==> src/common/cpu_pkg.sv <==
package cpu_pkg;

    localparam int word_w    = 16;
    localparam int reg_cnt   = 8;
    localparam int reg_num_w = 3;

    // instruction classes, taken from bits 15:13 of the instruction word.
    typedef enum logic [2:0] {
        op_alu = 3'b101,
        op_mov = 3'b110
    } opcode_t;

    // op field, bits 12:11, for the alu class.
    typedef enum logic [1:0] {
        alu_add = 2'b00,
        alu_cmp = 2'b01,
        alu_and = 2'b10,
        alu_mvn = 2'b11
    } alu_op_t;

    // in the move class the op field picks the source of the move.
    localparam logic [1:0] mov_imm = 2'd2;
    localparam logic [1:0] mov_reg = 2'd0;

    typedef enum logic [1:0] {
        sh_none = 2'b00,
        sh_lsl  = 2'b01,
        sh_lsr  = 2'b10,
        sh_asr  = 2'b11
    } shift_t;

    typedef enum logic [1:0] {
        sel_rm = 2'b00,
        sel_rd = 2'b01,
        sel_rn = 2'b10
    } nsel_t;

    typedef enum logic [1:0] {
        wb_c   = 2'b00,
        wb_imm = 2'b10
    } wb_sel_t;

    typedef struct packed {
        opcode_t             opcode;
        alu_op_t             op;
        shift_t              shift;
        logic [word_w-1:0]   sximm8;
    } decoded_t;

    typedef struct packed {
        logic    en_a;
        logic    en_b;
        logic    en_c;
        logic    en_status;
        logic    sel_a;     // forces the a operand to zero.
        logic    w_en;
        nsel_t   nsel;
        wb_sel_t wb_sel;
    } ctrl_t;

    typedef struct packed {
        logic z;
        logic n;
        logic v;
    } status_t;

endpackage

==> src/datapath/datapath.sv <==
module datapath (
    input  logic                        clk,
    input  logic                        rst_n,
    input  cpu_pkg::ctrl_t              ctrl,
    input  cpu_pkg::decoded_t           dec,
    input  logic [cpu_pkg::word_w-1:0]  rd_data,
    output logic [cpu_pkg::word_w-1:0]  wr_data,
    output logic [cpu_pkg::word_w-1:0]  out,
    output cpu_pkg::status_t            status
);
    import cpu_pkg::*;

    logic [word_w-1:0] a;
    logic [word_w-1:0] b;
    logic [word_w-1:0] c;
    logic [word_w-1:0] ain;
    logic [word_w-1:0] bsh;
    logic [word_w-1:0] alu_out;
    status_t           flags;

    always_ff @(posedge clk) begin
        if (!rst_n) begin
            a <= '0;
            b <= '0;
        end else begin
            if (ctrl.en_a) begin
                a <= rd_data;
            end
            if (ctrl.en_b) begin
                b <= rd_data;
            end
        end
    end

    always_comb begin
        case (dec.shift)
            sh_lsl:  bsh = {b[word_w-2:0], 1'b0};
            sh_lsr:  bsh = {1'b0, b[word_w-1:1]};
            sh_asr:  bsh = {b[word_w-1], b[word_w-1:1]};
            default: bsh = b;
        endcase
    end

    assign ain = ctrl.sel_a ? '0 : a; // moves add shifted b to zero.

    always_comb begin
        case (dec.op)
            alu_add: alu_out = ain + bsh;
            alu_cmp: alu_out = ain - bsh;
            alu_and: alu_out = ain & bsh;
            default: alu_out = ~bsh;
        endcase
    end

    // flags describe ain - bsh, which is what the alu produces during a compare.
    always_comb begin
        flags.z = (alu_out == '0);
        flags.n = alu_out[word_w-1];
        flags.v = (ain[word_w-1] != bsh[word_w-1]) && (alu_out[word_w-1] != ain[word_w-1]);
    end

    always_ff @(posedge clk) begin
        if (!rst_n) begin
            c      <= '0;
            status <= '0;
        end else begin
            if (ctrl.en_c) begin
                c <= alu_out;
            end
            if (ctrl.en_status) begin
                status <= flags;
            end
        end
    end

    always_comb begin
        case (ctrl.wb_sel)
            wb_imm:  wr_data = dec.sximm8;
            default: wr_data = c;
        endcase
    end

    assign out = c;

endmodule

==> src/datapath/regfile.sv <==
module regfile (
    input  logic                           clk,
    input  logic                           w_en,
    input  logic [cpu_pkg::reg_num_w-1:0]  w_num,
    input  logic [cpu_pkg::reg_num_w-1:0]  r_num,
    input  logic [cpu_pkg::word_w-1:0]     wr_data,
    output logic [cpu_pkg::word_w-1:0]     rd_data
);
    import cpu_pkg::*;

    logic [word_w-1:0] regs [reg_cnt];

    always_ff @(posedge clk) begin
        if (w_en) begin
            regs[w_num] <= wr_data;
        end
    end

    assign rd_data = regs[r_num]; // the read port is asynchronous.

endmodule

==> src/design/controller.sv <==
module controller (
    input  logic              clk,
    input  logic              rst_n,
    input  logic              start,
    input  cpu_pkg::decoded_t dec,
    output logic              waiting,
    output cpu_pkg::ctrl_t    ctrl
);
    import cpu_pkg::*;

    typedef enum logic [4:0] {
        st_wait,
        st_mov1,
        st_movr1,
        st_movr2,
        st_movr3,
        st_mvn1,
        st_mvn2,
        st_mvn3,
        st_add1,
        st_add2,
        st_add3,
        st_add4,
        st_cmp1,
        st_cmp2,
        st_cmp3,
        st_cmp4,
        st_and1,
        st_and2,
        st_and3,
        st_and4
    } state_t;

    state_t state;
    state_t state_next;

    always_ff @(posedge clk) begin
        if (!rst_n) begin
            state <= st_wait;
        end else begin
            state <= state_next;
        end
    end

    always_comb begin
        state_next = st_wait;
        case (state)
            st_wait: begin
                if (start && dec.opcode == op_alu) begin
                    case (dec.op)
                        alu_add: state_next = st_add1;
                        alu_cmp: state_next = st_cmp1;
                        alu_and: state_next = st_and1;
                        default: state_next = st_mvn1;
                    endcase
                end else if (start && dec.opcode == op_mov) begin
                    if (dec.op == mov_imm) begin
                        state_next = st_mov1;
                    end else if (dec.op == mov_reg) begin
                        state_next = st_movr1;
                    end
                end
            end
            st_movr1: state_next = st_movr2;
            st_movr2: state_next = st_movr3;
            st_mvn1:  state_next = st_mvn2;
            st_mvn2:  state_next = st_mvn3;
            st_add1:  state_next = st_add2;
            st_add2:  state_next = st_add3;
            st_add3:  state_next = st_add4;
            st_cmp1:  state_next = st_cmp2;
            st_cmp2:  state_next = st_cmp3;
            st_cmp3:  state_next = st_cmp4; // nothing to do here, the flags load next.
            st_and1:  state_next = st_and2;
            st_and2:  state_next = st_and3;
            st_and3:  state_next = st_and4;
            default:  state_next = st_wait;
        endcase
    end

    assign waiting = (state == st_wait);

    always_comb begin
        ctrl = '0;
        case (state)
            st_mov1: begin
                ctrl.nsel   = sel_rn;
                ctrl.wb_sel = wb_imm;
                ctrl.w_en   = 1'b1;
            end
            st_add1, st_cmp1, st_and1: begin
                ctrl.nsel = sel_rn;
                ctrl.en_a = 1'b1;
            end
            st_add2, st_cmp2, st_and2, st_mvn1, st_movr1: begin
                ctrl.nsel = sel_rm;
                ctrl.en_b = 1'b1;
            end
            st_add3, st_and3: begin
                ctrl.en_c = 1'b1;
            end
            st_mvn2, st_movr2: begin
                ctrl.sel_a = 1'b1;
                ctrl.en_c  = 1'b1;
            end
            st_cmp4: begin
                ctrl.en_status = 1'b1;
            end
            st_add4, st_and4, st_mvn3, st_movr3: begin
                ctrl.nsel   = sel_rd;
                ctrl.wb_sel = wb_c;
                ctrl.w_en   = 1'b1;
            end
            default: ;
        endcase
    end

endmodule

==> src/design/cpu.sv <==
module cpu (
    input  logic                        clk,
    input  logic                        rst_n,
    input  logic                        load,
    input  logic                        start,
    input  logic [cpu_pkg::word_w-1:0]  instr,
    output logic                        waiting,
    output logic [cpu_pkg::word_w-1:0]  out,
    output cpu_pkg::status_t            status
);
    import cpu_pkg::*;

    decoded_t             dec;
    ctrl_t                ctrl;
    logic [reg_num_w-1:0] reg_num;
    logic [word_w-1:0]    rd_data;
    logic [word_w-1:0]    wr_data;

    instr_decoder instr_decoder_i (
        .clk     (clk),
        .rst_n   (rst_n),
        .load    (load),
        .instr   (instr),
        .nsel    (ctrl.nsel),
        .dec     (dec),
        .reg_num (reg_num)
    );

    controller controller_i (
        .clk     (clk),
        .rst_n   (rst_n),
        .start   (start),
        .dec     (dec),
        .waiting (waiting),
        .ctrl    (ctrl)
    );

    // the same register number addresses the read and the write port.
    regfile regfile_i (
        .clk     (clk),
        .w_en    (ctrl.w_en),
        .w_num   (reg_num),
        .r_num   (reg_num),
        .wr_data (wr_data),
        .rd_data (rd_data)
    );

    datapath datapath_i (
        .clk     (clk),
        .rst_n   (rst_n),
        .ctrl    (ctrl),
        .dec     (dec),
        .rd_data (rd_data),
        .wr_data (wr_data),
        .out     (out),
        .status  (status)
    );

endmodule

==> src/design/instr_decoder.sv <==
module instr_decoder (
    input  logic                           clk,
    input  logic                           rst_n,
    input  logic                           load,
    input  logic [cpu_pkg::word_w-1:0]     instr,
    input  cpu_pkg::nsel_t                 nsel,
    output cpu_pkg::decoded_t              dec,
    output logic [cpu_pkg::reg_num_w-1:0]  reg_num
);
    import cpu_pkg::*;

    logic [word_w-1:0]    ir;
    logic [reg_num_w-1:0] rn;
    logic [reg_num_w-1:0] rd;
    logic [reg_num_w-1:0] rm;
    logic [7:0]           imm8;

    // the register keeps its contents through reset, but no load lands while reset is held.
    always_ff @(posedge clk) begin
        if (load && rst_n) begin
            ir <= instr;
        end
    end

    assign rn   = ir[10:8];
    assign rd   = ir[7:5];
    assign rm   = ir[2:0];
    assign imm8 = ir[7:0];

    always_comb begin
        dec.opcode = opcode_t'(ir[15:13]);
        dec.op     = alu_op_t'(ir[12:11]);
        dec.shift  = shift_t'(ir[4:3]);
        dec.sximm8 = {{(word_w - 8){imm8[7]}}, imm8};
    end

    // one port number serves both the read and the write side of the register file.
    always_comb begin
        case (nsel)
            sel_rn:  reg_num = rn;
            sel_rd:  reg_num = rd;
            default: reg_num = rm;
        endcase
    end

endmodule

==> config.mk <==
export PLATFORM = sky130hd
export DESIGN_NAME = cpu
export DESIGN_NICKNAME = d
export VERILOG_FILES = /design/src/common/cpu_pkg.sv /design/src/datapath/datapath.sv /design/src/datapath/regfile.sv /design/src/design/controller.sv /design/src/design/cpu.sv /design/src/design/instr_decoder.sv
export SDC_FILE = /design/constraint.sdc
export NUM_CORES = 1
export LEC_CHECK = 0
export BUFFER_PORTS_ARGS = -buffer_cell sky130_fd_sc_hd__buf_2
export CAP_MARGIN = 20
export CORE_ASPECT_RATIO = 1.75
export CORE_UTILIZATION = 50
export CTS_CLUSTER_SIZE = 14
export DETAILED_ROUTE_END_ITERATION = 6
export PLACE_DENSITY = 0.66
export RECOVER_POWER = 50
export SLEW_MARGIN = 20
export SYNTH_ARGS = -nofsm -noshare
export SYNTH_HDL_FRONTEND = slang
export SYNTH_SLANG_ARGS = --single-unit
export TNS_END_PERCENT = 10
==> constraint.sdc <==
create_clock -name clk -period 5.41 [get_ports clk]
set_clock_uncertainty 0.1 [all_clocks]
set_input_delay 1.623 -clock clk [delete_from_list [all_inputs] [get_ports clk]]
set_output_delay 1.623 -clock clk [all_outputs]
set_load 0.01 [all_outputs]
* Word-level counts from Yosys, hierarchy flattened
Memory sizes are Yosys's and may differ from the RTL's.
Index checks and enable logic that the tools add are counted.
W data, S select, Z words.
** Storage, ports and cells
- ROM bits :: 0
- Input port bits :: 20
- Bits in writable memories :: 128
- Memories :: 1
- Register bits after elaboration :: 72
- Bits in latches :: 0
** Memory list
- regfile_i.regs :: depth 8, bits a word 16, rd ports 1, clocked after Yosys merged registers in 0, wr ports 1, line regfile.sv:11 : logic [word_w-1:0] regs [reg_cnt];
** Cells by class
- Bitwise gates (word level) :: 2
- Multipliers :: 0
- Equal/unequal tests :: 31
- Div/mod/pow operators :: 0
- Reductions and logical operators :: 14
- Shift-type cells :: 0
- Multiplexer cells :: 21
- Magnitude comparators :: 0
- $add $sub $neg :: 2
** Operators with widths (count)
- $pmux W16 S3 :: 2
- $pmux W5 S14 :: 1
- $eq A5 B4 Y1 const B :: 8
- $mux W16 :: 2
- $eq A5 B3 Y1 const B :: 4
- $eq A5 B5 Y1 const B :: 4
- $add A16 B16 Y16 :: 1
- $and A16 B16 Y16 :: 1
- $logic_not A16 Y1 :: 1
- $not A16 Y16 :: 1
- $sub A16 B16 Y16 :: 1
- $mux W5 :: 3
- $pmux W5 S3 :: 1
- $reduce_or A4 Y1 :: 3
- $eq A2 B2 Y1 const B :: 5
- $eq A5 B2 Y1 const B :: 2
- $reduce_or A5 Y1 :: 2
- $mux W1 :: 8
- $eq A2 B1 Y1 const B :: 3
- $eq A3 B3 Y1 const B :: 2
- $pmux W3 S2 :: 1
- $eq A5 B1 Y1 const B :: 1
- $logic_not A5 Y1 :: 1
- $logic_and A1 B1 Y1 :: 4
- other kinds (6) :: 8

* Longest topological paths before layout
Gate-level depths: netlist (run 1).
- Depth in word-level cells :: 8
- Mapped depth :: 19
- Gate-level depth less buffers :: 17

* Modules after synthesis
A second synthesis (run 1) with hierarchy kept.
** Second synthesis, totals
- Cell total of the unflattened synthesis :: 834
- Area total of the unflattened synthesis :: 10506.3 um^2
** By module, submodules not included
- regfile :: area each 4973.5 um^2, cells an instance 198, times used 1
- datapath :: area each 4230.3 um^2, cells an instance 505, times used 1
- instr_decoder :: area each 740.7 um^2, cells an instance 53, times used 1
- controller :: area each 561.8 um^2, cells an instance 78, times used 1

* Worst setup path after synthesis (run 1)
No wires, ideal clock.
- Kind :: flip-flop to flip-flop
- Start point :: register controller_i.state[4]
- End point :: memory regfile_i.regs[4][0] (enable)
- Setup time :: 0.413 ns
- Path buffers :: 4
- Stages on the path, launching flop included :: 13
- Arrival :: 4.027 ns
- Path slack :: 0.870 ns
- Clock period less this slack :: 4.540 ns
- Path through :: dfxtp_1 > clkbuf_1 > nor2_1 > nand3_1 > inv_1 > or2_2 > ha_1 > clkbuf_1 > nor2_1 > a21oi_1 > clkbuf_1 > clkbuf_1 > nor3b_1
** On the way
- Word-level cells in the longest chain between the ends :: 5
- Elaborated cells on any way between the ends :: 18
** Ends and longest elaborated chain
- from (decl) :: line controller.sv:34 : state_t state;
- from (signal assigned) :: line controller.sv:39 : state <= st_wait;
- from (signal assigned) :: line controller.sv:41 : state <= state_next;
- $eq A5 B4 Y1, or another cell as far along :: line controller.sv:85 : case (state)
- $reduce_or A4 Y1 or $reduce_or A5 Y1 (tied branches)
- $pmux W2 S2 or $mux W1 (tied branches) :: line controller.sv:85
- $eq A2 B1 Y1, or another cell as far along :: line instr_decoder.sv:39 : case (nsel)
- $pmux W3 S2 or $mux W1 (tied branches) :: line instr_decoder.sv:39, regfile.sv:15
- to (decl) :: line regfile.sv:11
Parallel ways exist; a longest one is shown, timed or not.

* Worst setup path in the final report (run 1)
- Start point :: register controller_i.state[0]
- End point :: register, netlist name datapath_i.status[2]
** On the way
- Word-level cells in the longest chain between the ends :: 7
- Elaborated cells on any way between the ends :: 12
** Ends and longest elaborated chain
- $eq A5 B3 Y1 or $eq A5 B2 Y1 (tied branches) :: line controller.sv:85
- $reduce_or A2 Y1 :: line controller.sv:85
- $mux W1 :: line controller.sv:85
- $mux W16 :: line datapath.sv:44 : assign ain = ctrl.sel_a ? '0 : a;
- $sub A16 B16 Y16, or another cell as far along :: line datapath.sv:49 : alu_cmp: alu_out = ain - bsh;
- $pmux W16 S3 :: line datapath.sv:47 : case (dec.op)
- $logic_not A16 Y1 :: line datapath.sv:57 : flags.z = (alu_out == '0);
Parallel ways exist; a longest one is shown, timed or not.
A chain may end at the register's enable or synchronous reset.

==> flow_metrics.tcl, run 1 <==
set metrics [dict create \
    drt-initial-drc-count 364 \
    synth.area.top_cells "edfxtp_1 44%, dfxtp_1 11%, mux4_2 7.4%" \
    synth.most_common_cell "edfxtp_1" \
    path_clk_slew_ps 70 \
    synth_top_area_share_pct 44.2 \
    rows 67 \
    synthFlopType "edfxtp_1" \
    place.gp.congestion 0.960 \
    crit_path_start_kind "flop" \
    via_per_inst 6.03 \
    grt_pass1_wl_mm 36.7 \
    ys_async_sr_fraction_pct 0 \
    whs_path_depth 1 \
    min_from "datapath_i.status[1]" \
    syn-num-nets 837 \
    synth_edf_count 144 \
    holdPathEnd "datapath_i.status[1]" \
    synthCells 796 \
    grt-ovfl-total 0 \
    post_cts_buffers 0 \
    worstReg2RegStart "controller_i.state[0]" \
    cts_tree "yes" \
    drc 0 \
    cp.arrival_ps 5080 \
    yosys_warnings 0 \
    synth_common_cells "144 x edfxtp_1, 98 x nor2_1, 56 x dfxtp_1" \
    worstMarginPinSlew_ps 1210 \
    place_area_mm2 0.0103 \
    reg2reg_depth 15 \
    avgSynthCellArea_um2 12.3 \
    dp_hpwl_mm 17.3 \
    ctsHoldBuffers 0 \
    fin_nets 875 \
    area_growth_pct 11.7 \
    track_usage_pct 25.0 \
    cts_max_level 4 \
    wl_per_cell_um 21.6 \
    first_pass_iters 5 \
    dieWidth_um 108 \
    grt_max_degree 48 \
    initial_utilization_pct 51.0 \
    clockBufferDepth 2 \
    dieArea_mm2 0.0202 \
    rsz0062_at_grt "false" \
    syn_area_mm2 0.00979 \
    fill_cells 1559 \
    io_buffer_count 39 \
    yosysUniqueCellTypes 69 \
    wl_mm 23.5 \
    synth_area_leader_cell "edfxtp_1" \
    maxSlewHeadroom_pct 19.5 \
    outcome "completed" \
    grt_pass1_vias 6589 \
    ioPinCount 40 \
    ant_nets 0 \
    cts_sinks 200 \
    peakVddDrop_v 0.000450 \
    crit_required_ps 5700 \
    critPathCaptureType "flop" \
    ys_ff_latch 200 \
    rrSetupSlack_ps 620 \
    clockRootBuffer "clkbuf_16" \
    insertedDiodeCount 0 \
    timing_hold_violations_final 0 \
    cap_violations 0 \
    multi_input_area_mm2 0.00414 \
    p_per_area_mw_per_mm2 349 \
    antenna_found_initial 0 \
    setup_viol 0 \
    yosysSeqAreaShare_pct 55.6 \
    vias 6556 \
    fp.coreArea_mm2 0.0192 \
    drive_above_1_share_pct 16.2 \
    seqCellArea_mm2 0.00545 \
    r2r-end "datapath_i.status[2]" \
    timing.final.crit_share_pct 88.6 \
    setup-tns-final_ps 0 \
    clock.fmax_ghz 0.209 \
    die_y_um 187 \
    final_area_mm2 0.0109 \
    p_leak_nw 3.91 \
    slew_viol_final 0 \
    clock_latency_ps 440 \
    cp_max_fo 20 \
    fin_crit_ps 4790 \
    cts_buffers 17 \
    cts_resized 0 \
    hp-class "flop to flop" \
    critical_path_class "flop to flop" \
]
==> worst max-delay path by stage <==
stage,to,startpoint,slack (ps),cells past startpoint
after global routing,datapath_i.status[2],controller_i.state[0],220,15
after CTS,datapath_i.status[0],instr_decoder_i.ir[3],750,17
after floorplan,regfile_i.regs[4][0],controller_i.state[4],870,12
final,datapath_i.status[2],controller_i.state[0],620,15
after global placement,datapath_i.status[0],instr_decoder_i.ir[3],780,17
after detailed placement,datapath_i.status[0],instr_decoder_i.ir[3],750,17
==> state kept, by name, indices dropped and copies added, names as in the netlist <==
| register | count |
|---|---|
| controller_i.state | 5 |
| datapath_i.out | 16 |
| datapath_i.b | 16 |
| instr_decoder_i.ir | 16 |
| datapath_i.status | 3 |
| datapath_i.a | 16 |
| regfile_i.regs | 128 |
==> kinds of logic (layout without fill, tap and decap cells) <==
kind of cell	after synthesis	in the layout	share of synthesized area, %
adder cells (fa/ha/maj)	21	21	2.76
XOR/XNOR	30	30	2.68
flip-flops	200	200	55.6
AND/OR/NAND/NOR	230	230	11.4
AO/OA/AOI/OAI	174	174	12.2
multiplexers	81	81	12.5
buffers and inverters	60	111	2.74
==> per-stage QoR <==
step	utilization [%]	setup slack (ps)	std cells	hold slack [ps]	total power [mW]
after detailed placement	53.9	746	1056	375	2.52
final	57.0	618	1088	385	3.81
after floorplan	-	870	796	378	2.32
after CTS	57.1	747	1088	393	3.83
after global routing	57.0	224	1088	427	3.96
after global placement	53.9	785	1056	361	2.50
==> report_power, final <==
part | internal [mW] | leakage (nW) | total [mW] | switching [mW]
Combinational | 0.320 | 1.82 | 0.775 | 0.455
Sequential | 1.68 | 1.80 | 1.72 | 0.0360
Clock | 0.741 | 0.294 | 1.32 | 0.582
Total | 2.74 | 3.91 | 3.81 | 1.07
==> layer usage <==
metal | vias to the layer above | GRT usage (%) | wire length, um
li1 | 3086 | - | -
met1 | 3221 | 28.5 | 8930
met2 | 194 | 45.2 | 13000
met3 | 55 | 3.55 | 849
met4 | 0 | 11.9 | 802
met5 | - | 0 | 0
==> worst max-delay path, cell delays in order, from the launching register on <==
cell and delay, ps:
dfxtp_1 710, xnor2_1 230, or2_0 520, nand2_1 210, ha_1 190, inv_1 70
fa_1 460, a211oi_1 590, nor2_1 200, o21a_1 220, nor3_1 130, o31ai_1 110
a2111oi_2 460, nand4_1 160, nor4b_2 220, a31o_1 160
==> layout by cell type, fill, tap and decap left out, types with 10 or more instances in the layout <==
cell type and instances:
edfxtp_1 144, nor2_1 98, dfxtp_1 56, a211oi_1 44
nand2_1 44, mux2i_1 40, a21oi_1 35, mux4_2 32
buf_4 24, o21ai_0 23, and2_1 21, clkbuf_1 21
ha_1 20, buf_2 20, xnor2_1 17, clkbuf_16 17
xor2_1 13, inv_1 12, a21o_1 10
==> area by class of cell <==
class                      instances  share of cell area [%]
multi-input combinational        536                    37.8
clock inverter                    14                    1.75
clock buffer                      18                    3.93
sequential                       200                    49.8
timing repair buffer              65                    3.43
inverter                          14                   0.481
tap                              241                    2.76
No activity file was read; power rests on OpenSTA's default activity.
==> run 2, diff against run 1 <==
- CORE_MARGIN: unset -> 3
==> run 2 against run 1 <==
Flip-flop and latch count stayed put. Critical path depth unchanged. Sequential power about the same. Register-to-register slack gained 40 ps. Final cell count up 0.46%. Non-clock buffer count rose by 5. Via count grew 0.61%. Global-route usage down 1.7 points. Wire length grew 3.1%. First-iteration DRC count rose by 1.1%. Sequential share of layout area decreased by 0.13 points. Critical path type unchanged. Largest power group unchanged.
==> flow_metrics.tcl, run 2 (synthesized netlist as in run 1, its figures left out) <==
set metrics [dict create \
    outcome "completed" \
    clock.fmax_ghz 0.210 \
    r2r-end "datapath_i.status[2]" \
    track_usage_pct 23.3 \
    post_cts_buffers 0 \
    wl_mm 24.3 \
    holdPathEnd "datapath_i.status[1]" \
    hp-class "flop to flop" \
    timing.final.crit_share_pct 87.8 \
    cts_tree "yes" \
    initial_utilization_pct 51.0 \
    grt-ovfl-total 0 \
    area_growth_pct 12.0 \
    cts_resized 0 \
    ant_nets 0 \
    fin_crit_ps 4750 \
    cts_sinks 200 \
    fin_nets 880 \
    crit_required_ps 5690 \
    fp.coreArea_mm2 0.0192 \
    dp_cells 1061 \
    peakVddDrop_v 0.000287 \
    cts_max_level 4 \
    worstReg2RegStart "controller_i.state[4]" \
    multi_input_area_mm2 0.00414 \
    ctsHoldBuffers 0 \
    rows 67 \
    seqCellArea_mm2 0.00545 \
    die_y_um 191 \
    grt_pass1_vias 6821 \
    wl_per_cell_um 22.2 \
    clockRootBuffer "clkbuf_16" \
    layout_commonest_cell "edfxtp_1" \
    reg2reg_depth 15 \
    rsz0062_at_grt "false" \
    maxSlewHeadroom_pct 22.0 \
    dieWidth_um 112 \
    worstMarginPinSlew_ps 1170 \
    critPathCaptureType "flop" \
    whs_path_depth 1 \
    dp_hpwl_mm 17.9 \
    critical_path.max_stage_delay_ps 620 \
    regMostFlops "regfile_i.regs" \
    cap_violations 0 \
    setup-tns-final_ps 0 \
    grt_max_degree 48 \
    clock_latency_ps 430 \
    critical_path_buf_inv_count 1 \
    grt_pass1_wl_mm 37.9 \
    io_buffer_count 39 \
    layout.cells.non_filler 1093 \
    clockBufferDepth 2 \
    final_cell_mix "144 x edfxtp_1, 98 x nor2_1, 56 x dfxtp_1" \
    vias 6596 \
    largest_reg_flops 128 \
    cp_cell_sequence "or3b_1 > or2_1 > nand2_1 > ha_1 > inv_1 > fa_1 > a211oi_1 > nor2_1 > o21a_1 > nor3_1 > o31ai_1 > a2111oi_2 > nand4_1 > nor4b_2 > a31o_1" \
    cts_buffers 17 \
    path_delay_family "simple AND/OR/NAND/NOR gates" \
    timing_hold_violations_final 0 \
    cp.arrival_ps 5030 \
    antenna_found_initial 2 \
    fin_util_pct 57.1 \
    p_leak_nw 3.94 \
    cp-startpoint "controller_i.state[4]" \
    critical_path_class "flop to flop" \
    drc 0 \
    slew_viol_final 0 \
    path_clk_slew_ps 80 \
    ioPinCount 40 \
    drt-initial-drc-count 368 \
    insertedDiodeCount 0 \
    fill_cells 1570 \
    dieArea_mm2 0.0214 \
    min_from "datapath_i.status[1]" \
    crit_path_start_kind "flop" \
    p_per_area_mw_per_mm2 351 \
    via_per_inst 6.03 \
    place.gp.congestion 0.952 \
    drive_above_1_share_pct 16.7 \
    setup_viol 0 \
    first_pass_iters 4 \
    rrSetupSlack_ps 660 \
    cp_max_fo 16 \
    slowest_stage "a211oi_1" \
]
## run 2: cell types whose count changed in the layout (fill, tap and decap cells not counted), sizes merged
| cell | change |
|---|---|
| inv | +6 |
| clkinvlp | -2 |
| clkinv | -4 |
| buf | +5 |
## run 2: where the power goes
part           internal, mW  total (mW)  switching (mW)
sequential             1.68        1.71          0.0331
combinational         0.321       0.784           0.463
clock                 0.751        1.35           0.603
## run 2: through the flow
step | hold WS [ps] | setup WS (ps) | power [mW] | instance area, um^2
3_5_place_dp | 383 | 665 | 2.52 | 10400
5_1_grt | 423 | 381 | 4.01 | 11000
2_1_floorplan | 378 | 870 | 2.32 | 9790
6_report | 391 | 658 | 3.85 | 11000
4_1_cts | 401 | 607 | 3.87 | 11000
3_3_place_gp | 369 | 781 | 2.50 | 10400
## run 2: layer usage
metal / GRT usage [%] / vias up / wire length (um)
li1: - / 3093 / -
met1: 25.4 / 3291 / 9010
met2: 44.5 / 163 / 13700
met3: 2.95 / 49 / 801
met4: 10.4 / 0 / 809
met5: 0 / - / 0
## run 2: area by class of cell
class / count / share of cell area [%]
Timing Repair Buffer: 70 / 3.65
Multi-Input combinational cell: 536 / 37.7
Clock inverter: 14 / 1.78
Clock buffer: 18 / 3.92
Sequential cell: 200 / 49.7
Inverter: 14 / 0.479
Tap cell: 241 / 2.75
## run 2: how the worst max path moves through the flow
| stage | to | slack, ps | depth (start not counted) |
|---|---|---|---|
| floorplan | regfile_i.regs[4][0] | 870 | 12 |
| global route | datapath_i.status[0] | 380 | 17 |
| global placement | datapath_i.status[0] | 780 | 17 |
| detailed placement | datapath_i.status[0] | 670 | 17 |
| finish | datapath_i.status[2] | 660 | 15 |
| CTS | datapath_i.status[0] | 610 | 17 |
